<file path="src/include/bram_rsp_defs.svh">
`ifndef BRAM_RSP_DEFS_SVH
`define BRAM_RSP_DEFS_SVH

// ----------------------------------------------------------------------
// data path
// ----------------------------------------------------------------------
`define BRAM_RSP_DATA_W     64      // one memory word per beat
`define BRAM_RSP_STRB_W     8       // one strobe per byte lane

// ----------------------------------------------------------------------
// addressing
// ----------------------------------------------------------------------
`define BRAM_RSP_ADDR_W     12      // axi byte address
`define BRAM_RSP_WORD_W     9       // 512 words
`define BRAM_RSP_BLOCK_W    5       // top word bits, 16-word blocks

// ----------------------------------------------------------------------
// transaction fields
// ----------------------------------------------------------------------
`define BRAM_RSP_ID_W       8
`define BRAM_RSP_LEN_W      4       // beats minus one, max 16 beats
`define BRAM_RSP_RESP_OKAY  2'b00

`endif

</file>
<file path="src/verilog/bram_rsp_pkg.sv">
`include "bram_rsp_defs.svh"

package bram_rsp_pkg;

   // vectors with a meaning of their own
   typedef logic [`BRAM_RSP_DATA_W-1:0]  data_t;
   typedef logic [`BRAM_RSP_STRB_W-1:0]  strb_t;
   typedef logic [`BRAM_RSP_ADDR_W-1:0]  axi_addr_t;
   typedef logic [`BRAM_RSP_WORD_W-1:0]  word_addr_t;
   typedef logic [`BRAM_RSP_BLOCK_W-1:0] block_t;
   typedef logic [`BRAM_RSP_ID_W-1:0]    axi_id_t;
   typedef logic [`BRAM_RSP_LEN_W-1:0]   burst_len_t;
   typedef logic [1:0]                   resp_t;

   // ----------------------------------------------------------------------
   // channel payloads
   // ----------------------------------------------------------------------
   typedef struct packed {
      axi_id_t    id;
      axi_addr_t  addr;   // byte address
      burst_len_t len;    // beats - 1
   } aw_req_t;

   typedef aw_req_t ar_req_t;   // read request, same fields

   typedef struct packed {
      data_t data;
      strb_t strb;
      logic  last;
   } w_beat_t;

   typedef struct packed {
      data_t   data;
      axi_id_t id;
      resp_t   resp;
      logic    last;
   } r_beat_t;

   typedef struct packed {
      axi_id_t id;
      resp_t   resp;
   } b_rsp_t;

   // memory write port
   typedef struct packed {
      logic       en;
      word_addr_t addr;
      data_t      data;
      strb_t      strb;
   } mem_wr_t;

   // block a channel currently holds
   typedef struct packed {
      logic   busy;
      block_t block;
   } block_busy_t;

   // ----------------------------------------------------------------------
   // state machines
   // ----------------------------------------------------------------------
   typedef enum logic {
      AW_IDLE,
      AW_CAPTURED
   } aw_state_e;

   typedef enum logic [1:0] {
      WR_IDLE,
      WR_CAPTURE,
      WR_DATA,
      WR_RSP
   } wr_state_e;

   typedef enum logic [1:0] {
      RD_IDLE,
      RD_CAPTURE,
      RD_SEND
   } rd_state_e;

endpackage

</file>
<file path="src/verilog/bram_read_channel.sv">
`timescale 1ns/1ps
`include "bram_rsp_defs.svh"

module bram_read_channel (
   input  logic                      i_clk,
   input  logic                      i_reset_n,
   input  logic                      i_ar_valid,
   output logic                      o_ar_ready,
   input  bram_rsp_pkg::ar_req_t     i_ar,
   output logic                      o_r_valid,
   input  logic                      i_r_ready,
   output bram_rsp_pkg::r_beat_t     o_r,
   output logic                      o_rd_en,
   output bram_rsp_pkg::word_addr_t  o_rd_addr,
   input  bram_rsp_pkg::data_t       i_rd_data,
   input  bram_rsp_pkg::block_busy_t i_wr_busy,
   output bram_rsp_pkg::block_busy_t o_rd_busy
);

   bram_rsp_pkg::rd_state_e  rd_state;
   bram_rsp_pkg::word_addr_t rd_addr;      // next word to fetch
   bram_rsp_pkg::burst_len_t rd_len;       // beats left minus one
   bram_rsp_pkg::axi_id_t    rd_id;
   bram_rsp_pkg::block_t     rd_block;
   logic                     rd_more;      // still issuing
   logic                     ar_hs;
   logic                     r_pop;
   logic                     push;
   logic [1:0]               pipe_vld;     // memory latency stages
   logic [1:0]               pipe_last;
   bram_rsp_pkg::data_t      buf_data [2];
   logic [1:0]               buf_last;
   logic                     wr_ptr;
   logic                     rd_ptr;
   logic [1:0]               buf_cnt;
   logic [2:0]               occ;          // pipe + buffer

   assign ar_hs    = i_ar_valid & o_ar_ready;
   assign r_pop    = o_r_valid & i_r_ready;
   assign push     = pipe_vld[1];          // data on i_rd_data this cycle
   assign rd_block = rd_addr[`BRAM_RSP_WORD_W-1 -: `BRAM_RSP_BLOCK_W];
   assign occ      = {2'b00, pipe_vld[0]} + {2'b00, pipe_vld[1]} + {1'b0, buf_cnt};

   // issue only if the beat has a buffer slot when it lands
   assign o_rd_en   = (rd_state == bram_rsp_pkg::RD_SEND) && rd_more &&
                      ((occ - {2'b00, r_pop}) < 3'd2);
   assign o_rd_addr = rd_addr;
   assign o_rd_busy = '{busy: rd_state != bram_rsp_pkg::RD_IDLE, block: rd_block};

   // R is the buffer head
   assign o_r_valid = (buf_cnt != 2'd0);
   assign o_r       = '{data: buf_data[rd_ptr], id: rd_id,
                        resp: `BRAM_RSP_RESP_OKAY, last: buf_last[rd_ptr]};

   // ----------------------------------------------------------------------
   // AR / R machine
   // ----------------------------------------------------------------------
   always_ff @(posedge i_clk)
   begin
      if (!i_reset_n)
      begin
         rd_state   <= bram_rsp_pkg::RD_IDLE;
         o_ar_ready <= 1'b0;
         rd_more    <= 1'b0;
      end
      else
      begin
         case (rd_state)
            bram_rsp_pkg::RD_IDLE:
            begin
               o_ar_ready <= !ar_hs;
               if (ar_hs)
                  rd_state <= bram_rsp_pkg::RD_CAPTURE;
            end
            bram_rsp_pkg::RD_CAPTURE:
            begin
               // wait out a write busy in our block
               if (!(i_wr_busy.busy && (i_wr_busy.block == rd_block)))
               begin
                  rd_state <= bram_rsp_pkg::RD_SEND;
                  rd_more  <= 1'b1;
               end
            end
            bram_rsp_pkg::RD_SEND:
            begin
               if (o_rd_en && (rd_len == '0))
                  rd_more <= 1'b0;                            // last word issued
               if (r_pop && o_r.last)                         // burst done
               begin
                  rd_state   <= bram_rsp_pkg::RD_IDLE;
                  o_ar_ready <= 1'b1;
               end
            end
            default:
               rd_state <= bram_rsp_pkg::RD_IDLE;
         endcase
      end
   end

   // burst address and length counters
   always_ff @(posedge i_clk)
   begin
      if (ar_hs)
      begin
         rd_addr <= i_ar.addr[`BRAM_RSP_ADDR_W-1 -: `BRAM_RSP_WORD_W];
         rd_len  <= i_ar.len;
         rd_id   <= i_ar.id;
      end
      else if (o_rd_en)
      begin
         rd_addr <= rd_addr + 1'b1;
         rd_len  <= rd_len - 1'b1;
      end
   end

   // ----------------------------------------------------------------------
   // latency pipe, last flag rides beside the data
   // ----------------------------------------------------------------------
   always_ff @(posedge i_clk)
   begin
      pipe_last <= {pipe_last[0], rd_len == '0};
      if (!i_reset_n)
         pipe_vld <= 2'b00;
      else
         pipe_vld <= {pipe_vld[0], o_rd_en};
   end

   // two-entry holding buffer
   always_ff @(posedge i_clk)
   begin
      if (push)
      begin
         buf_data[wr_ptr] <= i_rd_data;
         buf_last[wr_ptr] <= pipe_last[1];
      end
      if (!i_reset_n)
      begin
         wr_ptr  <= 1'b0;
         rd_ptr  <= 1'b0;
         buf_cnt <= 2'd0;
      end
      else
      begin
         if (push)
            wr_ptr <= !wr_ptr;
         if (r_pop)
            rd_ptr <= !rd_ptr;
         buf_cnt <= buf_cnt + {1'b0, push} - {1'b0, r_pop};
      end
   end

   a_r_hold : assert property (@(posedge i_clk) disable iff (!i_reset_n)
      (o_r_valid && !i_r_ready) |=> (o_r_valid && $stable(o_r)));

   // issued beats never outrun the buffer
   a_in_flight : assert property (@(posedge i_clk) disable iff (!i_reset_n)
      occ <= 3'd2);

endmodule

</file>
<file path="config.mk">
export PLATFORM = sky130hd
export DESIGN_NAME = bram_read_channel
export DESIGN_NICKNAME = d
export VERILOG_FILES = /design/src/verilog/bram_rsp_pkg.sv /design/src/verilog/bram_read_channel.sv
export VERILOG_INCLUDE_DIRS = /design/src /design/src/include
export SDC_FILE = /design/constraint.sdc
export NUM_CORES = 1
export LEC_CHECK = 0
export ABC_AREA = 1
export BUFFER_PORTS_ARGS = -buffer_cell sky130_fd_sc_hd__buf_2
export CORE_ASPECT_RATIO = 2
export CORE_UTILIZATION = 25
export DETAILED_ROUTE_END_ITERATION = 8
export SYNTH_ARGS = -nofsm -noshare
export SYNTH_HDL_FRONTEND = slang
export SYNTH_SLANG_ARGS = --single-unit
</file>
<file path="constraint.sdc">
create_clock -name i_clk -period 5.28 [get_ports i_clk]
set_clock_uncertainty 0.1 [all_clocks]
set_input_delay 0.264 -clock i_clk [delete_from_list [all_inputs] [get_ports i_clk]]
set_output_delay 0.264 -clock i_clk [all_outputs]
set_load 0.02 [all_outputs]
</file>
==> parameters.txt, run 1 <==
Parameter                              Value

Outcome
  Status ... completed

Power
  Power share of the clock group ... 38.8%
  Sequential share of power ... 47.5%
  Pwr per Cell Area ... 347.8 nW/um^2
  Share of total power in combinational logic ... 13.7%
  Peak supply drop ... 0.1911 mV
  Fraction of power spent switching nets ... 24.91%
  Net Sw Power ... 0.0007940 W
  Leakage power of the design ... 3.640 nW
  Internal power consumption ... 0.002393 W

Min path
  Worst hold path class ... primary input to flip-flop

Logic synthesis
  Netlist area before placement ... 6484 um^2
  Cell count after synthesis ... 419
  Area fraction of the dominant cell type after synthesis ... 69.93%
  Cells taking the most area after synthesis ... sky130_fd_sc_hd__edfxtp_1 (70%), sky130_fd_sc_hd__mux2_1 (11%), sky130_fd_sc_hd__dfxtp_1 (4.0%)
  Flip-flop and latch count after synthesis ... 164
  Share of the yosys chip area belonging to registers ... 73.95%
  Synth area leader ... sky130_fd_sc_hd__edfxtp_1
  Number of library cell types mapped by synthesis ... 28
  Mean instance size in the synthesized netlist ... 15.47 um^2
  Number of warnings printed during yosys synthesis ... 0

Die
  Initial core utilization ... 25.38%
  Area enclosed by the die boundary ... 26620 um^2
  Die X ... 115.9 um
  Y dimension of the die ... 229.8 um
  Core Box Area ... 25550 um^2
  Floorplan row count ... 83
  Number of primary I/O pins ... 191

Clocking
  CTS tree ... done
  Maximum count of clock buffers along a single path ... 2
  Clock Pin Slew Worst Setup and Hold Paths ... 0.07 ns
  Clock buffer count from CTS ... 17
  Clock sink count ... 164
  CTS H-tree lvls ... 4
  Clk_lat worst skew ... 0.44 ns
  Clock tree root driver cell ... sky130_fd_sc_hd__clkbuf_16

Place
  Port Buf Inserts ... 185
  Area post-placement ... 7730 um^2
  Cell total after placement ... 931
  Routability cong. ... 0.7174
  Post-DP HPWL ... 9405 um

Drt
  Iteration-0 DRC Markers ... 140
  Vias/cell ... 3.970
  Number of iterations in the first detailed-routing pass ... 4
  Wirelength per Cell ... 13.49 um
  Number of vias in the routed layout ... 4157
  Routed wire length ... 14120 um
  Residual antenna-violating net count after detailed routing ... 0
  Number of design rule violations left after detail routing ... 0

STA
  RSZ-0062 raised after global routing ... false
  Peak Freq ... 0.3210 GHz
  Post-route clock period utilization ... 59.01%
  Count of pins over their slew limit ... 0
  Final-report setup violation count ... 0
  Actual slew at the worst max-slew pin ... 0.9564 ns
  Headroom to the max-slew limit ... 36.24%
  Final Critical Period ... 3.116 ns
  Sum of negative setup slack ... 0 ns
  Total count of hold-check failures in the final report ... 0

Finish
  Post-route standard cell area excluding fillers ... 9164 um^2
  Count of placed standard cells in the final layout, fillers left out ... 1047
  Leading cell type in the layout, fill and taps excluded ... sky130_fd_sc_hd__buf_2
  Area added between synthesis and finish ... 41.34%
  Share of cells above drive strength 1 ... 32.29%
  Final #Nets ... 799
  Most used cells in the layout excluding fill and tap cells ... sky130_fd_sc_hd__buf_2 (185), sky130_fd_sc_hd__edfxtp_1 (151), sky130_fd_sc_hd__dlygate4sd3_1 (84)

Critical path
  Worst Path Class, Setup ... flip-flop to output port
  Kind of capture point of the worst setup path ... output port
  Launching element type of the critical path ... flip-flop
  Worst endpoint data arrival time ... 2.75 ns
  Worst reg2reg setup slack ... 2.26 ns
  CP max FO ... 5
  Required time at the endpoint of the critical path ... 4.92 ns

Global route
  First-pass GRT wire length ... 21350 um
  Maximum number of pins on one net before global-route repair ... 65
  Via count of the first global-routing pass ... 4287
  Combined global-route utilization of all metal layers ... 11.06%
  Antenna violations before repair ... 1
  Total global routing overflow ... 0

Job
  Total of max-cap violations ... 0
==> Yosys cell counts <==
library cell	number
sky130_fd_sc_hd__edfxtp_1	151
sky130_fd_sc_hd__mux2_1	64
sky130_fd_sc_hd__nand2_1	56
sky130_fd_sc_hd__inv_1	40
sky130_fd_sc_hd__nor2_1	18
sky130_fd_sc_hd__dfxtp_1	13
sky130_fd_sc_hd__o21ai_1	12
sky130_fd_sc_hd__nand3_1	10
sky130_fd_sc_hd__a21oi_1	7
sky130_fd_sc_hd__buf_4	7
sky130_fd_sc_hd__buf_6	6
sky130_fd_sc_hd__ha_1	6
sky130_fd_sc_hd__nor2_2	4
sky130_fd_sc_hd__buf_2	3
sky130_fd_sc_hd__inv_2	3
sky130_fd_sc_hd__nand2_2	3
sky130_fd_sc_hd__xor2_1	3
sky130_fd_sc_hd__a31oi_1	2
sky130_fd_sc_hd__xnor2_1	2
sky130_fd_sc_hd__a211oi_1	1
sky130_fd_sc_hd__a21o_1	1
sky130_fd_sc_hd__conb_1	1
sky130_fd_sc_hd__fa_1	1
sky130_fd_sc_hd__nand2_4	1
sky130_fd_sc_hd__nand4_1	1
sky130_fd_sc_hd__nor3_1	1
sky130_fd_sc_hd__o211ai_1	1
sky130_fd_sc_hd__o21ai_0	1
==> layout make-up <==
class	instances	area, um^2
antenna	1	2.502
tap	340	425.4
inverter	43	161.4
clock buffer	19	432.9
fill	2538	16380
sequential	164	4798
clock inverter	12	157.7
timing repair buffer	271	1782
multi-input combinational	197	1404
==> path summary, 6_finish.rpt <==
path / startpoint / end / cells after the start
worst max-delay path: buf_cnt[1]$_SDFF_PN0_ / o_rd_en / 13
worst max register to register: buf_cnt[1]$_SDFF_PN0_ / rd_len[3]$_DFFE_PP_ / 12
worst min register to register: pipe_last[0]$_DFF_P_ / pipe_last[1]$_DFF_P_ / 0
worst min-delay path: i_ar[2] / rd_len[2]$_DFFE_PP_ / 3
==> critical path, cell delays in order, from the launching register on <==
cell                      delay [ns]
sky130_fd_sc_hd__dfxtp_1        0.36
sky130_fd_sc_hd__nor2_1         0.18
sky130_fd_sc_hd__nor2_2         0.07
sky130_fd_sc_hd__ha_1           0.28
sky130_fd_sc_hd__inv_1          0.04
sky130_fd_sc_hd__ha_1           0.26
sky130_fd_sc_hd__a21o_1         0.16
sky130_fd_sc_hd__fa_1           0.43
sky130_fd_sc_hd__inv_1          0.06
sky130_fd_sc_hd__nand2_1        0.04
sky130_fd_sc_hd__nor2_1         0.11
sky130_fd_sc_hd__nand2_1        0.10
sky130_fd_sc_hd__inv_1          0.06
sky130_fd_sc_hd__buf_2          0.16
==> power groups by stage <==
| stage | clock network [W] | registers [W] | logic (W) |
|---|---|---|---|
| 2_1_floorplan | 0 | 0.00151 | 0.000290 |
| 3_3_place_gp | 0 | 0.00155 | 0.000383 |
| 3_5_place_dp | 0 | 0.00155 | 0.000389 |
| 4_1_cts | 0.00129 | 0.00152 | 0.000441 |
| 5_1_grt | 0.00132 | 0.00153 | 0.000478 |
| 6_report | 0.00124 | 0.00152 | 0.000435 |
==> layer usage <==
metal  global-route usage (%)  routed length, um
met4                    5.048                257
met2                    21.21               7995
met5                        0                  0
met1                    10.03               5091
met3                    3.743                777
==> flip-flops by register name (all words and copies together) (netlist names), 4 cells and up, named ones only <==
register   cells
o_rd_addr      9
rd_len         4
rd_id          8
buf_data     128
==> stage by stage <==
stage | hold WS, ns | worst slack (ns) | utilization [%] | total power, W
after global placement | 0.2114 | 2.277 | 30.26 | 0.001929
after floorplan | 0.2096 | 1.550 | - | 0.001799
after global routing | 0.05519 | 1.966 | 35.87 | 0.003324
after detailed placement | 0.2121 | 2.227 | 30.26 | 0.001936
after CTS | 0.02866 | 2.099 | 35.86 | 0.003246
final | 0.06801 | 2.164 | 35.87 | 0.003187
==> logic make-up after synthesis <==
logic type,share of synthesized area (%)
multiplexers,11.12
adder cells (fa/ha/maj),1.467
other,0.05784
flip-flops,73.95
AND/OR/NAND/NOR,6.079
XOR/XNOR,0.6755
buffers and inverters,4.573
AO/OA/AOI/OAI,2.084
==> repair_timing <==
action / in CTS / in global routing
gates resized for setup: 0 / 0
hold buffers: 84 / 0
hold endpoints to repair: 149 / 0
setup buffers: 0 / 0
No activity file was read; power rests on OpenSTA's default activity.
==> run 2, diff against run 1 <==
Clock period 5.28 ns to 2.7 ns, I/O delays scaled along.
==> parameters.txt, run 2 (synthesis results as in run 1) <==
Parameter                              Value

Global route
  Total global routing overflow ... 0 (unchanged)
  Via count of the first global-routing pass ... 4456 (was 4287)
  First-pass GRT wire length ... 22160 um (was 21350 um)
  Antenna violations before repair ... 0 (was 1)
  Maximum number of pins on one net before global-route repair ... 36 (was 65)
  Combined global-route utilization of all metal layers ... 11.41% (was 11.06%)

Finish
  Leading cell type in the layout, fill and taps excluded ... sky130_fd_sc_hd__buf_2 (unchanged)
  Most used cells in the layout excluding fill and tap cells ... sky130_fd_sc_hd__buf_2 (184), sky130_fd_sc_hd__edfxtp_1 (151), sky130_fd_sc_hd__dlygate4sd3_1 (87) (was sky130_fd_sc_hd__buf_2 (185), sky130_fd_sc_hd__edfxtp_1 (151), sky130_fd_sc_hd__dlygate4sd3_1 (84))
  Number of flip-flops in the largest register ... 128 (unchanged)
  Filler Cell Count ... 2514 (was 2538)
  Post-route standard cell area excluding fillers ... 9351 um^2 (was 9164 um^2)
  Final #Nets ... 813 (was 799)
  Area added between synthesis and finish ... 44.23% (was 41.34%)
  Antenna diode count ... 0 (was 1)
  Multi-input logic area ... 1474 um^2 (was 1404 um^2)
  Final Core Density ... 36.61% (was 35.87%)
  Register bank with the most flops ... buf_data (unchanged)
  Share of cells above drive strength 1 ... 35.23% (was 32.29%)
  Sequential standard cell area ... 4801 um^2 (was 4798 um^2)

Place
  Area post-placement ... 7818 um^2 (was 7730 um^2)
  Post-place setup slack ... 0.04066 ns (was 2.227 ns)
  Routability cong. ... 0.7440 (was 0.7174)
  Port Buf Inserts ... 185 (unchanged)
  Post-DP HPWL ... 9522 um (was 9405 um)

STA
  Total count of hold-check failures in the final report ... 0 (unchanged)
  Post-route clock period utilization ... 103.8%
  Count of pins over their slew limit ... 0 (unchanged)
  Peak Freq ... 0.3569 GHz
  Worst slack on hold paths ... 0.06599 ns (was 0.06801 ns)
  Actual slew at the worst max-slew pin ... 0.5052 ns (was 0.9564 ns)
  Headroom to the max-slew limit ... 66.27% (was 36.24%)
  RSZ-0062 raised after global routing ... true (was false)
  Least setup slack across all paths after layout ... -0.1017 ns (was 2.164 ns)
  Final Critical Period ... 2.802 ns
  Final-report setup violation count ... 1 (was 0)

Die
  Number of primary I/O pins ... 191 (unchanged)
  Die X ... 115.9 um (unchanged)
  Initial core utilization ... 25.38% (unchanged)
  Y dimension of the die ... 229.8 um (unchanged)
  Core Box Area ... 25550 um^2 (unchanged)
  Area enclosed by the die boundary ... 26620 um^2 (unchanged)
  Floorplan row count ... 83 (unchanged)

Power
  Peak supply drop ... 0.4220 mV (was 0.1911 mV)
  Leakage power of the design ... 3.715 nW (was 3.640 nW)
  Pwr per Cell Area ... 665.6 nW/um^2 (was 347.8 nW/um^2)

Drt
  Wirelength per Cell ... 13.38 um (was 13.49 um)
  Number of iterations in the first detailed-routing pass ... 4 (unchanged)
  Iteration-0 DRC Markers ... 185 (was 140)
  Number of vias in the routed layout ... 4255 (was 4157)
  Routed wire length ... 14200 um (was 14120 um)
  Vias/cell ... 4.010 (was 3.970)
  Number of design rule violations left after detail routing ... 0 (unchanged)
  Residual antenna-violating net count after detailed routing ... 0 (unchanged)

Critical path
  Number of cells on the worst reg-to-reg path ... 13 (was 12)
  Worst endpoint data arrival time ... 2.57 ns (was 2.75 ns)
  Critical path's largest stage delay ... 0.44 ns (was 0.43 ns)
  Crit-path slowest cell ... sky130_fd_sc_hd__fa_1 (unchanged)
  Kind of capture point of the worst setup path ... output port (unchanged)
  Required time at the endpoint of the critical path ... 2.47 ns (was 4.92 ns)
  Worst Path Class, Setup ... flip-flop to output port (unchanged)
  Launching element type of the critical path ... flip-flop (unchanged)
  Chain of cells forming the critical path ... nor2_4 > nor2_4 > ha_4 > inv_2 > ha_4 > a21o_1 > fa_1 > inv_1 > nand2_1 > nor2_2 > nand2_2 > inv_2 > buf_6 (was nor2_1 > nor2_2 > ha_1 > inv_1 > ha_1 > a21o_1 > fa_1 > inv_1 > nand2_1 > nor2_1 > nand2_1 > inv_1 > buf_2)
  CP max FO ... 3 (was 5)

Clocking
  Maximum count of clock buffers along a single path ... 2 (unchanged)
  CTS H-tree lvls ... 4 (unchanged)
  Clock tree root driver cell ... sky130_fd_sc_hd__clkbuf_16 (unchanged)
  CTS tree ... done (unchanged)
  Clk_lat worst skew ... 0.44 ns (about the same)
  Clock sink count ... 164 (unchanged)
  Clock buffer count from CTS ... 17 (unchanged)
  Clock Pin Slew Worst Setup and Hold Paths ... 0.06 ns (was 0.07 ns)

Job
  Total of max-cap violations ... 0 (unchanged)

Outcome
  Status ... finished, violations left (was completed)
  Violated checks ... setup timing

Min path
  Worst hold path stage count ... 5 (was 3)
  Worst hold path class ... primary input to flip-flop (unchanged)
run 2: cell count changes in the layout (fill, tap and decap cells not counted), moves of 3 or more:
cell                            previous run  this run
sky130_fd_sc_hd__buf_4                     2        11
sky130_fd_sc_hd__inv_8                     0         4
sky130_fd_sc_hd__bufinv_16                 3         0
sky130_fd_sc_hd__clkinv_4                  5         2
sky130_fd_sc_hd__clkinv_8                  0         3
sky130_fd_sc_hd__dlygate4sd3_1            84        87
sky130_fd_sc_hd__inv_6                     1         4
run 2: metal layers:
| metal | vias up | global-route usage [%] | wire length [um] | share of wire [%] |
|---|---|---|---|---|
| met4 | 0 | 5.409 | 288 | 2.0 |
| li1 | 2068 | - | - | - |
| met3 | 14 | 3.532 | 744 | 5.2 |
| met2 | 143 | 22.54 | 8422 | 59 |
| met1 | 2030 | 9.868 | 4744 | 33 |
| met5 | - | 0 | 0 | 0 |
run 2: where the power goes:
group,switching [W],internal (W)
combinational,0.000534,0.000446
sequential,0.0000786,0.00284
clock,0.00110,0.00123
run 2: layout make-up:
class / count / area share, %
Tap cell: 340 / 4.549
Clock buffer: 17 / 4.549
Sequential cell: 164 / 51.34
Timing Repair Buffer: 284 / 20.38
Inverter: 43 / 1.726
Multi-Input combinational cell: 198 / 15.76
Clock inverter: 15 / 1.699
run 2: path summary, 6_finish.rpt:
| check | from | end | slack (ns) |
|---|---|---|---|
| max reg2reg | buf_cnt[1]$_SDFF_PN0_ | o_rd_addr[7]$_DFFE_PP_ | 0.08 |
| min | i_wr_busy[5] | rd_state[0]$_SDFFE_PN0P_ | 0.07 |
| min reg2reg | pipe_last[0]$_DFF_P_ | pipe_last[1]$_DFF_P_ | 0.23 |
| max | buf_cnt[1]$_SDFF_PN0_ | o_rd_en | -0.10 |
run 2: critical path, delay by kind of cell, from the launching register on:
kind                       cells  cell delay (ns)
AOI/OAI and AO/OA              1             0.19
DFF                            1             0.33
adders and majority gates      3             0.92
and+or+nand+nor                5             0.44
buffers and inverters          4             0.27
run 2: timing repair:
item	in CTS	in global routing
setup endpoints to repair	1	14
gates resized for setup	7	8
hold endpoints to repair	160	0
pin swaps	3	8
hold buffers	87	0
setup buffers	3	1
gates cloned	0	1
run 2: stage by stage:
stage	setup TNS, ns	instances	power [W]
3_3_place_gp	0	939	0.003813
4_1_cts	-1.920	1061	0.006308
2_1_floorplan	0	420	0.003519
6_report	-0.1017	1061	0.006225
3_5_place_dp	0	939	0.003826
5_1_grt	-0.5541	1061	0.006516
