$ cat src/include/bram_rsp_defs.svh
`ifndef BRAM_RSP_DEFS_SVH
`define BRAM_RSP_DEFS_SVH

// ----------------------------------------------------------------------
// data path
// ----------------------------------------------------------------------
`define BRAM_RSP_DATA_W     64      // one memory word per beat
`define BRAM_RSP_STRB_W     8       // one strobe per byte lane

// ----------------------------------------------------------------------
// addressing
// ----------------------------------------------------------------------
`define BRAM_RSP_ADDR_W     12      // axi byte address
`define BRAM_RSP_WORD_W     9       // 512 words
`define BRAM_RSP_BLOCK_W    5       // top word bits, 16-word blocks

// ----------------------------------------------------------------------
// transaction fields
// ----------------------------------------------------------------------
`define BRAM_RSP_ID_W       8
`define BRAM_RSP_LEN_W      4       // beats minus one, max 16 beats
`define BRAM_RSP_RESP_OKAY  2'b00

`endif

$ cat src/verilog/bram_rsp_pkg.sv
`include "bram_rsp_defs.svh"

package bram_rsp_pkg;

   // vectors with a meaning of their own
   typedef logic [`BRAM_RSP_DATA_W-1:0]  data_t;
   typedef logic [`BRAM_RSP_STRB_W-1:0]  strb_t;
   typedef logic [`BRAM_RSP_ADDR_W-1:0]  axi_addr_t;
   typedef logic [`BRAM_RSP_WORD_W-1:0]  word_addr_t;
   typedef logic [`BRAM_RSP_BLOCK_W-1:0] block_t;
   typedef logic [`BRAM_RSP_ID_W-1:0]    axi_id_t;
   typedef logic [`BRAM_RSP_LEN_W-1:0]   burst_len_t;
   typedef logic [1:0]                   resp_t;

   // ----------------------------------------------------------------------
   // channel payloads
   // ----------------------------------------------------------------------
   typedef struct packed {
      axi_id_t    id;
      axi_addr_t  addr;   // byte address
      burst_len_t len;    // beats - 1
   } aw_req_t;

   typedef aw_req_t ar_req_t;   // read request, same fields

   typedef struct packed {
      data_t data;
      strb_t strb;
      logic  last;
   } w_beat_t;

   typedef struct packed {
      data_t   data;
      axi_id_t id;
      resp_t   resp;
      logic    last;
   } r_beat_t;

   typedef struct packed {
      axi_id_t id;
      resp_t   resp;
   } b_rsp_t;

   // memory write port
   typedef struct packed {
      logic       en;
      word_addr_t addr;
      data_t      data;
      strb_t      strb;
   } mem_wr_t;

   // block a channel currently holds
   typedef struct packed {
      logic   busy;
      block_t block;
   } block_busy_t;

   // ----------------------------------------------------------------------
   // state machines
   // ----------------------------------------------------------------------
   typedef enum logic {
      AW_IDLE,
      AW_CAPTURED
   } aw_state_e;

   typedef enum logic [1:0] {
      WR_IDLE,
      WR_CAPTURE,
      WR_DATA,
      WR_RSP
   } wr_state_e;

   typedef enum logic [1:0] {
      RD_IDLE,
      RD_CAPTURE,
      RD_SEND
   } rd_state_e;

endpackage

$ cat src/verilog/bram_write_channel.sv
`timescale 1ns/1ps
`include "bram_rsp_defs.svh"

module bram_write_channel (
   input  logic                      i_clk,
   input  logic                      i_reset_n,
   input  logic                      i_aw_valid,
   output logic                      o_aw_ready,
   input  bram_rsp_pkg::aw_req_t     i_aw,
   input  logic                      i_w_valid,
   output logic                      o_w_ready,
   input  bram_rsp_pkg::w_beat_t     i_w,
   output logic                      o_b_valid,
   input  logic                      i_b_ready,
   output bram_rsp_pkg::b_rsp_t      o_b,
   output bram_rsp_pkg::mem_wr_t     o_mem_wr,
   input  bram_rsp_pkg::block_busy_t i_rd_busy,
   output bram_rsp_pkg::block_busy_t o_wr_busy
);

   bram_rsp_pkg::aw_state_e  aw_state;
   bram_rsp_pkg::wr_state_e  wr_state;
   bram_rsp_pkg::word_addr_t wr_addr;     // next word of the burst
   bram_rsp_pkg::word_addr_t beat_addr;   // word for a beat taken now
   bram_rsp_pkg::block_t     beat_block;
   logic                     aw_hs;
   logic                     w_hs;
   logic                     b_hs;
   logic                     clash;       // read holds our block

   assign aw_hs = i_aw_valid & o_aw_ready;
   assign w_hs  = i_w_valid & o_w_ready;
   assign b_hs  = o_b_valid & i_b_ready;

   // first beat may come with AW itself, byte address -> word address
   assign beat_addr  = aw_hs ? i_aw.addr[`BRAM_RSP_ADDR_W-1 -: `BRAM_RSP_WORD_W] : wr_addr;
   assign beat_block = beat_addr[`BRAM_RSP_WORD_W-1 -: `BRAM_RSP_BLOCK_W];
   assign clash      = i_rd_busy.busy && (i_rd_busy.block == beat_block);

   // busy from the first beat taken until the memory has the last one
   assign o_wr_busy = '{busy:  w_hs || (wr_state == bram_rsp_pkg::WR_DATA) ||
                               ((wr_state == bram_rsp_pkg::WR_RSP) && !o_b_valid),
                        block: beat_block};

   // ----------------------------------------------------------------------
   // AW machine, one address per B
   // ----------------------------------------------------------------------
   always_ff @(posedge i_clk)
   begin
      if (!i_reset_n)
      begin
         aw_state   <= bram_rsp_pkg::AW_IDLE;
         o_aw_ready <= 1'b0;
      end
      else
      begin
         case (aw_state)
            bram_rsp_pkg::AW_IDLE:
            begin
               o_aw_ready <= !aw_hs;                          // drop after capture
               if (aw_hs)
                  aw_state <= bram_rsp_pkg::AW_CAPTURED;
            end
            bram_rsp_pkg::AW_CAPTURED:
            begin
               if (b_hs)                                      // burst fully answered
               begin
                  aw_state   <= bram_rsp_pkg::AW_IDLE;
                  o_aw_ready <= 1'b1;
               end
            end
         endcase
      end
   end

   // id goes straight into the B payload, held until B is taken
   always_ff @(posedge i_clk)
   begin
      if (aw_hs)
      begin
         o_b.id   <= i_aw.id;
         o_b.resp <= `BRAM_RSP_RESP_OKAY;
      end
   end

   // ----------------------------------------------------------------------
   // W and B machine
   // ----------------------------------------------------------------------
   always_ff @(posedge i_clk)
   begin
      if (!i_reset_n)
      begin
         wr_state  <= bram_rsp_pkg::WR_IDLE;
         o_w_ready <= 1'b0;
         o_b_valid <= 1'b0;
      end
      else
      begin
         case (wr_state)
            bram_rsp_pkg::WR_IDLE, bram_rsp_pkg::WR_CAPTURE:
            begin
               if (w_hs)                                      // data phase starts
               begin
                  wr_state  <= i_w.last ? bram_rsp_pkg::WR_RSP : bram_rsp_pkg::WR_DATA;
                  o_w_ready <= !i_w.last;
               end
               else
               begin
                  if (aw_hs)
                     wr_state <= bram_rsp_pkg::WR_CAPTURE;
                  // without an address, any read keeps W off
                  o_w_ready <= (aw_hs || (wr_state == bram_rsp_pkg::WR_CAPTURE)) ?
                               !clash : !i_rd_busy.busy;
               end
            end
            bram_rsp_pkg::WR_DATA:
            begin
               if (w_hs && i_w.last)
               begin
                  wr_state  <= bram_rsp_pkg::WR_RSP;
                  o_w_ready <= 1'b0;
               end
            end
            bram_rsp_pkg::WR_RSP:
            begin
               if (b_hs)
               begin
                  wr_state  <= bram_rsp_pkg::WR_IDLE;
                  o_b_valid <= 1'b0;
               end
               else
                  o_b_valid <= 1'b1;                          // last beat in memory by now
            end
         endcase
      end
   end

   // ----------------------------------------------------------------------
   // address increment and memory port
   // ----------------------------------------------------------------------
   always_ff @(posedge i_clk)
   begin
      if (w_hs)
         wr_addr <= beat_addr + 1'b1;
      else if (aw_hs)
         wr_addr <= beat_addr;
   end

   always_ff @(posedge i_clk)
   begin
      if (w_hs)
      begin
         o_mem_wr.addr <= beat_addr;
         o_mem_wr.data <= i_w.data;
         o_mem_wr.strb <= i_w.strb;
      end
      if (!i_reset_n)
         o_mem_wr.en <= 1'b0;
      else
         o_mem_wr.en <= w_hs;                                 // one cycle after the beat
   end

   // first W beat needs its AW now or already captured
   a_w_after_aw : assert property (@(posedge i_clk) disable iff (!i_reset_n)
      (w_hs && (wr_state == bram_rsp_pkg::WR_IDLE)) |->
      (aw_hs || (aw_state == bram_rsp_pkg::AW_CAPTURED)));

   a_b_hold : assert property (@(posedge i_clk) disable iff (!i_reset_n)
      (o_b_valid && !i_b_ready) |=> (o_b_valid && $stable(o_b)));

endmodule
$ cat config.mk
export PLATFORM = sky130hd
export DESIGN_NAME = bram_write_channel
export DESIGN_NICKNAME = d
export VERILOG_FILES = /design/src/verilog/bram_rsp_pkg.sv /design/src/verilog/bram_write_channel.sv
export VERILOG_INCLUDE_DIRS = /design/src /design/src/include
export SDC_FILE = /design/constraint.sdc
export NUM_CORES = 1
export LEC_CHECK = 0
export BUFFER_PORTS_ARGS = -buffer_cell sky130_fd_sc_hd__clkbuf_2
export CAP_MARGIN = 20
export CORE_MARGIN = 1
export CORE_UTILIZATION = 25
export DETAILED_ROUTE_END_ITERATION = 8
export GPL_ROUTABILITY_DRIVEN = 0
export PLACE_DENSITY = 0.54
export SYNTH_ARGS = -nofsm -noshare
export SYNTH_HDL_FRONTEND = slang
export SYNTH_SLANG_ARGS = --single-unit
export TNS_END_PERCENT = 1
$ cat constraint.sdc
create_clock -name i_clk -period 3.2 [get_ports i_clk]
set_clock_uncertainty 0.05 [all_clocks]
set_input_delay 0.16 -clock i_clk [delete_from_list [all_inputs] [get_ports i_clk]]
set_output_delay 0.16 -clock i_clk [all_outputs]
set_load 0.02 [all_outputs]
==> results of run 1 <==
[cells in the final DEF, fill, tap and decap left out, types with 2 or more instances in the layout]
cell type | netlist | routed
nor4_1 | 2 | 2
buf_4 | 7 | 2
dlygate4sd3_1 | 0 | 80
xnor2_1 | 7 | 7
nor2_1 | 4 | 4
conb_1 | 1 | 2
a22oi_1 | 2 | 2
nor3_1 | 5 | 5
xor2_1 | 7 | 7
clkbuf_1 | 0 | 2
clkbuf_16 | 0 | 9
mux2i_4 | 2 | 2
clkinv_2 | 0 | 2
mux2_2 | 2 | 2
clkinv_4 | 0 | 2
inv_1 | 4 | 4
edfxtp_1 | 98 | 98
dfxtp_1 | 7 | 7
nand4_1 | 3 | 3
nand2_1 | 24 | 24
and3_1 | 2 | 2
a21oi_1 | 4 | 4
o21ai_0 | 3 | 3
clkbuf_2 | 0 | 199
[report_power, final]
| group | switching, mW | total (mW) | internal, mW | leakage (nW) |
|---|---|---|---|---|
| Clock | 0.469 | 1.07 | 0.606 | 0.141 |
| Sequential | 0.0336 | 1.65 | 1.61 | 0.965 |
| Combinational | 0.274 | 0.477 | 0.204 | 1.42 |
| Total | 0.776 | 3.20 | 2.42 | 2.53 |
[routing by layer]
| metal | routed length, um | global-route usage, % | vias up | share of wire (%) |
|---|---|---|---|---|
| met2 | 4608 | 20.80 | 125 | 50 |
| met4 | 225 | 6.378 | 0 | 2.5 |
| met5 | 0 | 0 | - | 0 |
| met1 | 3720 | 13.08 | 1271 | 41 |
| li1 | - | - | 1313 | - |
| met3 | 577 | 3.823 | 16 | 6.3 |
[kinds of logic (layout without fill, tap and decap cells)]
group | count (synthesis) | after routing
simple gates | 45 | 45
other cells | 1 | 2
mux | 6 | 6
fa+ha+maj | 1 | 1
compound gates | 14 | 14
buf+inv | 16 | 304
flops | 105 | 105
xor+xnor | 14 | 14
[final cells by class]
cell class | count | area (sq um) | area share, %
Timing Repair Buffer | 281 | 1812 | 30.19
Sequential cell | 105 | 3083 | 51.37
Tap cell | 184 | 230.2 | 3.836
Multi-Input combinational cell | 82 | 555.5 | 9.256
Clock buffer | 11 | 232.7 | 3.877
Inverter | 7 | 32.53 | 0.5420
Clock inverter | 5 | 56.30 | 0.9381
[registers in the layout, summed over array words and instances (netlist names)]
signal      cells
o_b             8
o_b_valid       1
wr_addr         9
o_mem_wr       82
o_w_ready       1
o_aw_ready      1
wr_state        2
aw_state        1
[worst max-delay path by stage]
stage                    to  slack (ns)  cells past startpoint
3_5_place_dp     wr_addr[8]        1.10                      8
4_1_cts        o_wr_busy[1]        1.07                      5
2_1_floorplan    wr_addr[8]        0.64                      5
5_1_grt          wr_addr[8]        0.97                      8
3_3_place_gp     wr_addr[8]        1.13                      8
6_report       o_wr_busy[1]        1.12                      5
[critical path, cell delays in order, from the launching register on]
cell and delay, ns:
dfxtp_1 0.46, nand2_4 0.19, inv_6 0.23, mux2i_2 0.36
inv_2 0.11, clkbuf_2 0.17
==> metrics, run 1 <==
run status=finished clean; WHS Path Cells=2; crit path kind=reg -> out; Sum Neg Setup Slack=0 ns; normalized max-slew margin=63.03%; count of input and output buffers=199; final worst setup slack=1.123 ns; grt total ovfl=0; average wire per standard cell=13.53 um; element type at the critical path end=primary output; placed cell count=579; crit path max fanout=20; CP Launch Type=flip-flop; vias in the first global route=2,833; TritonCTS clock tree=done; Initial DRC Count=78; top post-synthesis cells by count=98 x edfxtp_1, 24 x nand2_1; Critical Path AT=1.87 ns; Clock transition at path regs=0.07 ns; initial cell density of the core=25.67%; Fin. Hold Viols=0; Die ar.=15,470 sq um; PostCTS Resize Cnt=0; Tcrit/Tclk final=64.92%; post-synthesis mux area share=2.439%; max_cap viols=0; async set-or-reset flop fraction in the synthesized netlist=0%; Die Y=124.4 um; ANT cells=0; hold-fix buffers at CTS=80; drt total wl=9132 um; top_reg_cell synth=edfxtp_1; Syn Area/Cell=18.54 sq um; synth unique cells=35; total power=3.200 mW; placed wire-length estimate=6324 um; worst-skew pair later-pin latency=0.34 ns; DP Area=4912 sq um; cell with the most instances after synthesis=edfxtp_1; register-to-register setup slack=1.13 ns; Synth Area in Compound Gates=2.472%; Ys Warns=0; DR vias/cell=4.037; clk buf depth=2; post-synth top area share=78.58%; Post-Synth Simple-Gate Area=6.114%; Hold Path Sink=o_mem_wr[81]; Area Growth Syn to Fin=60.27%; min cycle time layout=2.077 ns; H-tree levels=3; Final ANT Viol Nets=0; HP Class=in -> reg; layout filler cell count=1,351; nets=595; largest family of logic cells by synthesized area=simple AND/OR/NAND/NOR gates; crit path from=o_aw_ready; # IOs=209; Core Rows=44; R2R depth=8; Final Max Slew Viols=0; Synth area leader=edfxtp_1; synth top area cells=edfxtp_1 79%, dfxtp_1 3.7%, nand2_1 2.4%, xnor2_1 1.6%, xor2_1 1.6%; RR Endpoint=wr_addr[8]; Util after Layout=41.14%; IR drop worst, VDD=0.0001962 V; Peak Freq=0.4814 GHz; RSZ-0062 raised after global routing=no; area of the core=14,590 sq um; worst hold start=i_w_valid; CTS buffer count=9; slew at the pin with the worst max-slew slack=0.5546 ns; Post-Synthesis Cells=202; fin area=6002 sq um; GRT Total Usage=12.03%; post-synthesis sequential area ratio=82.33%; cell area after synthesis=3745 sq um; first-pass GRT wire length=14,130 um; XOR/XNOR Fraction of Synth Area=3.274%; fin cells=675; r2r startpoint=o_aw_ready; hold slack=0.02141 ns; Post-synth EDFFs=98; pre-CTS setup slack=1.103 ns; Post-CTS Setup Inserts=0; Worst Path Required=2.99 ns; antenna violations before repair=0; Setup-failing EPs final=0; Remaining DRCs=0; Vias=2,725; Root Buffer=clkbuf_16; static leakage=2.531 nW; Yosys reg bits=105; clk sinks=105; share of cells above drive strength 1=46.44%; drt pass-1 iters=4; Die X=124.4 um; largest net degree at the start of global routing=44; Synth Area in Adders=0.3341%; Pwr per Cell Area=533.2 nW/um^2
No activity file was read; power rests on OpenSTA's default activity.
==> run 2: changes to the inputs <==
- clock period: 3.2 -> 2.2 ns (I/O delays scaled with it)
==> metrics, run 2 (synthesis gave the netlist of run 1 again) <==
largest net degree at the start of global routing=34 (was 44); crit-path cells=nand2_4, inv_6, nand2_1, nand2_1, ha_1, nand3_2, nor4_4, xor2_1 (was nand2_4, inv_6, mux2i_2, inv_2, clkbuf_2); TritonCTS clock tree=done (unchanged); HP Class=in -> reg (unchanged); share of cells above drive strength 1=46.87% (was 46.44%); IR drop worst, VDD=0.0003195 V (was 0.0001962 V); count of input and output buffers=199 (unchanged); Die Y=124.4 um (unchanged); clk buf depth=2 (unchanged); Sum Neg Setup Slack=0 ns (unchanged); CP top delay family=simple AND/OR/NAND/NOR gates (was buffers and inverters); buffers and inverters on the worst path=1 (was 3); grt total ovfl=0 (unchanged); worst-skew pair later-pin latency=0.34 ns (about the same); pre-CTS setup slack=0.2803 ns (was 1.103 ns); Vias=2,754 (was 2,725); max_cap viols=0 (unchanged); Worst Path Required=2.25 ns (was 2.99 ns); R2R depth=8 (unchanged); r2r startpoint=o_aw_ready (unchanged); critical path depth=8 (was 5); average wire per standard cell=13.56 um (was 13.53 um); RSZ-0062 raised after global routing=no (unchanged); Setup-failing EPs final=0 (unchanged); fin area=6058 sq um (was 6002 sq um); Initial DRC Count=104 (was 78); most common cell after layout, fill and taps aside=clkbuf_2 (unchanged); crit path max fanout=20 (unchanged); GRT Total Usage=12.41% (was 12.03%); drt pass-1 iters=4 (unchanged); DR vias/cell=4.056 (was 4.037); Die X=124.4 um (unchanged); PostCTS Resize Cnt=0 (unchanged); first-pass GRT wire length=14,780 um (was 14,130 um); run status=finished clean (unchanged); Root Buffer=clkbuf_16 (unchanged); Util after Layout=41.53% (was 41.14%); static leakage=2.550 nW (was 2.531 nW); element type at the critical path end=flip-flop (was primary output); Die ar.=15,470 sq um (unchanged); # IOs=209 (unchanged); most frequent cells in the layout=199 x clkbuf_2, 98 x edfxtp_1, 82 x dlygate4sd3_1 (was 199 x clkbuf_2, 98 x edfxtp_1, 80 x dlygate4sd3_1); CTS buffer count=9 (unchanged); total power=4.688 mW (was 3.200 mW); Final Max Slew Viols=0 (unchanged); crit-path most repeated cell=nand2_1; Remaining DRCs=0 (unchanged); antenna violations before repair=0 (unchanged); Worst Setup EP=wr_addr[8] (was o_wr_busy[1]); Clock transition at path regs=0.07 ns (about the same); Critical Path AT=1.92 ns (was 1.87 ns); nets=599 (was 595); max reg flops=82 (unchanged); Pwr per Cell Area=773.9 nW/um^2 (was 533.2 nW/um^2); WHS Path Cells=3 (was 2); hold slack=0.02154 ns (was 0.02141 ns); CP Launch Type=flip-flop (unchanged); final worst setup slack=0.3211 ns (was 1.123 ns); Core Rows=44 (unchanged); Peak Freq=0.5322 GHz; min cycle time layout=1.879 ns; Largest regs=o_mem_wr (82), wr_addr (9), o_b (8) (unchanged); register-to-register setup slack=0.32 ns (was 1.13 ns); Crit path largest cell delay=0.45 ns (was 0.46 ns); placed wire-length estimate=6402 um (was 6324 um); DP Area=4941 sq um (was 4912 sq um); Area Growth Syn to Fin=61.78% (was 60.27%); Biggest register=o_mem_wr (unchanged); Fin. Hold Viols=0 (unchanged); area of the core=14,590 sq um (unchanged); drt total wl=9205 um (was 9132 um); vias in the first global route=2,861 (was 2,833); ANT cells=0 (unchanged); clk sinks=105 (unchanged); placed cell count=581 (was 579); crit path from=o_aw_ready (unchanged); RR Endpoint=wr_addr[8] (unchanged); fin cells=679 (was 675); H-tree levels=3 (unchanged); Final ANT Viol Nets=0 (unchanged); Tcrit/Tclk final=85.40%; initial cell density of the core=25.67% (unchanged); crit path kind=reg -> reg (was reg -> out); critical path's slowest cell=dfxtp_1 (unchanged)
[run 2: cell types whose count changed in the layout (fill, tap and decap cells not counted)]
cell           delta
clkinvlp_4        +2
dlygate4sd3_1     +2
buf_12            +1
buf_4             +1
clkbuf_1          -1
clkinv_1          -1
clkinv_2          -1
clkinv_4          -1
inv_4             +1
inv_6             +1
[run 2: repair_timing]
action                                 in CTS  in global routing
setup buffers                               0                  0
hold buffers                               82                  0
endpoints found under the hold margin      84                  0
[run 2: how the worst min path moves through the flow]
stage	slack, ns	end	start
floorplan	0.16	o_b[2]	i_aw[16]
global placement	0.24	o_mem_wr[66]	i_w[67]
detailed placement	0.24	o_mem_wr[1]	i_w[2]
CTS	0.005	o_w_ready	i_rd_busy[4]
global route	0.05	o_w_ready	i_rd_busy[4]
finish	0.02	o_w_ready	i_rd_busy[4]
[run 2: power breakdown]
group	internal [mW]	switching (mW)	total [mW]
clock network	0.886	0.696	1.58
logic	0.306	0.402	0.708
registers	2.35	0.0506	2.40
total	3.54	1.15	4.69
[run 2: worst min-delay path: stages]
cell	delay, ns
clkbuf_2	0.09
a21oi_1	0.07
a21oi_1	0.11
[run 2: area by class of cell]
| cell class | count | area (sq um) |
|---|---|---|
| clock buffers | 10 | 229.0 |
| clock inverters | 6 | 67.56 |
| fillers | 1346 | 8531 |
| inverters | 7 | 33.78 |
| multi-input cells | 82 | 555.5 |
| flip-flops and latches | 105 | 3083 |
| well taps | 184 | 230.2 |
| repair buffers | 285 | 1859 |
[run 2: per-layer routing]
metal,global-route usage [%],vias up,routed length (um),part of all wire [%]
li1,-,1329,-,-
met1,14.67,1287,3851,42
met2,21.22,125,4670,51
met3,2.878,13,497,5.4
met4,5.882,0,186,2.0
met5,0,-,0,0
==> run 3: changes to the inputs <==
- HOLD_SLACK_MARGIN: not set -> 0.05
==> metrics, run 3 (synthesis gave the netlist of run 1 again) <==
run status=finished clean (unchanged); Die ar.=15,470 sq um (unchanged); placed wire-length estimate=6402 um (unchanged); nets=602 (was 599); GRT Total Usage=12.45% (was 12.41%); H-tree levels=3 (unchanged); Tcrit/Tclk final=85.57% (was 85.40%); CP Launch Type=flip-flop (unchanged); clk buf depth=2 (unchanged); Final ANT Viol Nets=0 (unchanged); Pwr per Cell Area=770.9 nW/um^2 (was 773.9 nW/um^2); TritonCTS clock tree=done (unchanged); Worst Path Required=2.04 ns (was 2.25 ns); Fin. Hold Viols=0 (unchanged); element type at the critical path end=primary output (was flip-flop); min cycle time layout=1.882 ns (was 1.879 ns); vias in the first global route=2,886 (was 2,861); Setup-failing EPs final=0 (unchanged); worst-skew pair later-pin latency=0.34 ns (about the same); antenna violations before repair=0 (unchanged); fin cells=682 (was 679); average wire per standard cell=13.51 um (was 13.56 um); crit path kind=reg -> out (was reg -> reg); Remaining DRCs=0 (unchanged); grt total ovfl=0 (unchanged); max_cap viols=0 (unchanged); Vias=2,772 (was 2,754); largest net degree at the start of global routing=34 (unchanged); Critical Path AT=1.72 ns (was 1.92 ns); Root Buffer=clkbuf_16 (unchanged); Biggest register=o_mem_wr (unchanged); PostCTS Resize Cnt=0 (unchanged); clk sinks=105 (unchanged); first-pass GRT wire length=14,840 um (was 14,780 um); Peak Freq=0.5312 GHz (was 0.5322 GHz); most common cell after layout, fill and taps aside=clkbuf_2 (unchanged); IR drop worst, VDD=0.0003197 V (was 0.0003195 V); count of input and output buffers=199 (unchanged); DR vias/cell=4.065 (was 4.056); register-to-register setup slack=0.32 ns (about the same); Die Y=124.4 um (unchanged); crit path max fanout=20 (unchanged); drt pass-1 iters=4 (unchanged); Initial DRC Count=103 (was 104); # IOs=209 (unchanged); RSZ-0062 raised after global routing=no (unchanged); initial cell density of the core=25.67% (unchanged); static leakage=2.565 nW (was 2.550 nW); Sum Neg Setup Slack=0 ns (unchanged); HP Class=in -> reg (unchanged); Largest regs=o_mem_wr (82), wr_addr (9), o_b (8) (unchanged); share of cells above drive strength 1=46.59% (was 46.87%); CTS buffer count=9 (unchanged); Post-CTS Setup Inserts=0 (unchanged); area of the core=14,590 sq um (unchanged); placed cell count=581 (unchanged); drt total wl=9215 um (was 9205 um); Core Rows=44 (unchanged); most frequent cells in the layout=199 x clkbuf_2, 98 x edfxtp_1, 85 x dlygate4sd3_1 (was 199 x clkbuf_2, 98 x edfxtp_1, 82 x dlygate4sd3_1); max reg flops=82 (unchanged); layout filler cell count=1,345 (was 1,346); Final Max Slew Viols=0 (unchanged); ANT cells=0 (unchanged); Clock transition at path regs=0.07 ns (about the same); Area Growth Syn to Fin=62.58% (was 61.78%); Die X=124.4 um (unchanged)
[run 3: final timing paths]
check,start,to,depth (start not counted)
setup reg to reg,o_aw_ready,wr_addr[8],8
hold / removal,i_aw[10],o_mem_wr[75],3
setup / recovery,o_aw_ready,o_wr_busy[3],5
hold reg to reg,o_b_valid,o_b_valid,2
[run 3: layout make-up]
cell class / instances / area [sq um] / area share [%]
multi-input combinational: 82 / 555.5 / 9.125
sequential: 105 / 3083 / 50.64
clock buffer: 10 / 229.0 / 3.761
clock inverter: 6 / 67.56 / 1.110
timing repair buffer: 288 / 1889 / 31.03
tap: 184 / 230.2 / 3.781
inverter: 7 / 33.78 / 0.5549
[run 3: stage by stage]
stage | hold slack, ns | util, % | cell area, sq um | total power [mW] | setup slack [ns]
finish | 0.07349 | 41.73 | 6088 | 4.693 | 0.3175
global route | 0.09144 | 41.73 | 6088 | 4.907 | 0.1329
CTS | 0.05620 | 41.73 | 6088 | 4.765 | 0.2656
detailed placement | 0.2386 | 33.87 | 4941 | 3.042 | 0.2803
global placement | 0.2380 | 33.87 | 4941 | 3.033 | 0.3149
floorplan | 0.1589 | - | 3751 | 2.794 | 0.02766
[run 3: routing by layer]
metal	wire [um]	up-vias	global-route usage (%)
li1	-	1335	-
met1	3853	1299	14.67
met2	4684	125	21.35
met3	490	13	2.878
met4	186	0	5.882
met5	0	-	0
[run 3: power breakdown]
group	total (mW)	leakage [nW]	internal [mW]	switching (mW)
logic	0.713	1.46	0.310	0.403
clock network	1.58	0.139	0.886	0.696
registers	2.40	0.965	2.35	0.0505
total	4.69	2.57	3.54	1.15
[run 3: critical path: stages (launching register included)]
cell and delay, ns:
dfxtp_1 0.46, nand2_4 0.09, inv_6 0.19, mux2i_4 0.37, inv_1 0.10, clkbuf_2 0.17
[run 3: repair_timing]
action                                 in CTS  in global routing
setup endpoints to repair                   0                  0
endpoints found under the hold margin      85                  0
hold buffers                               85                  0
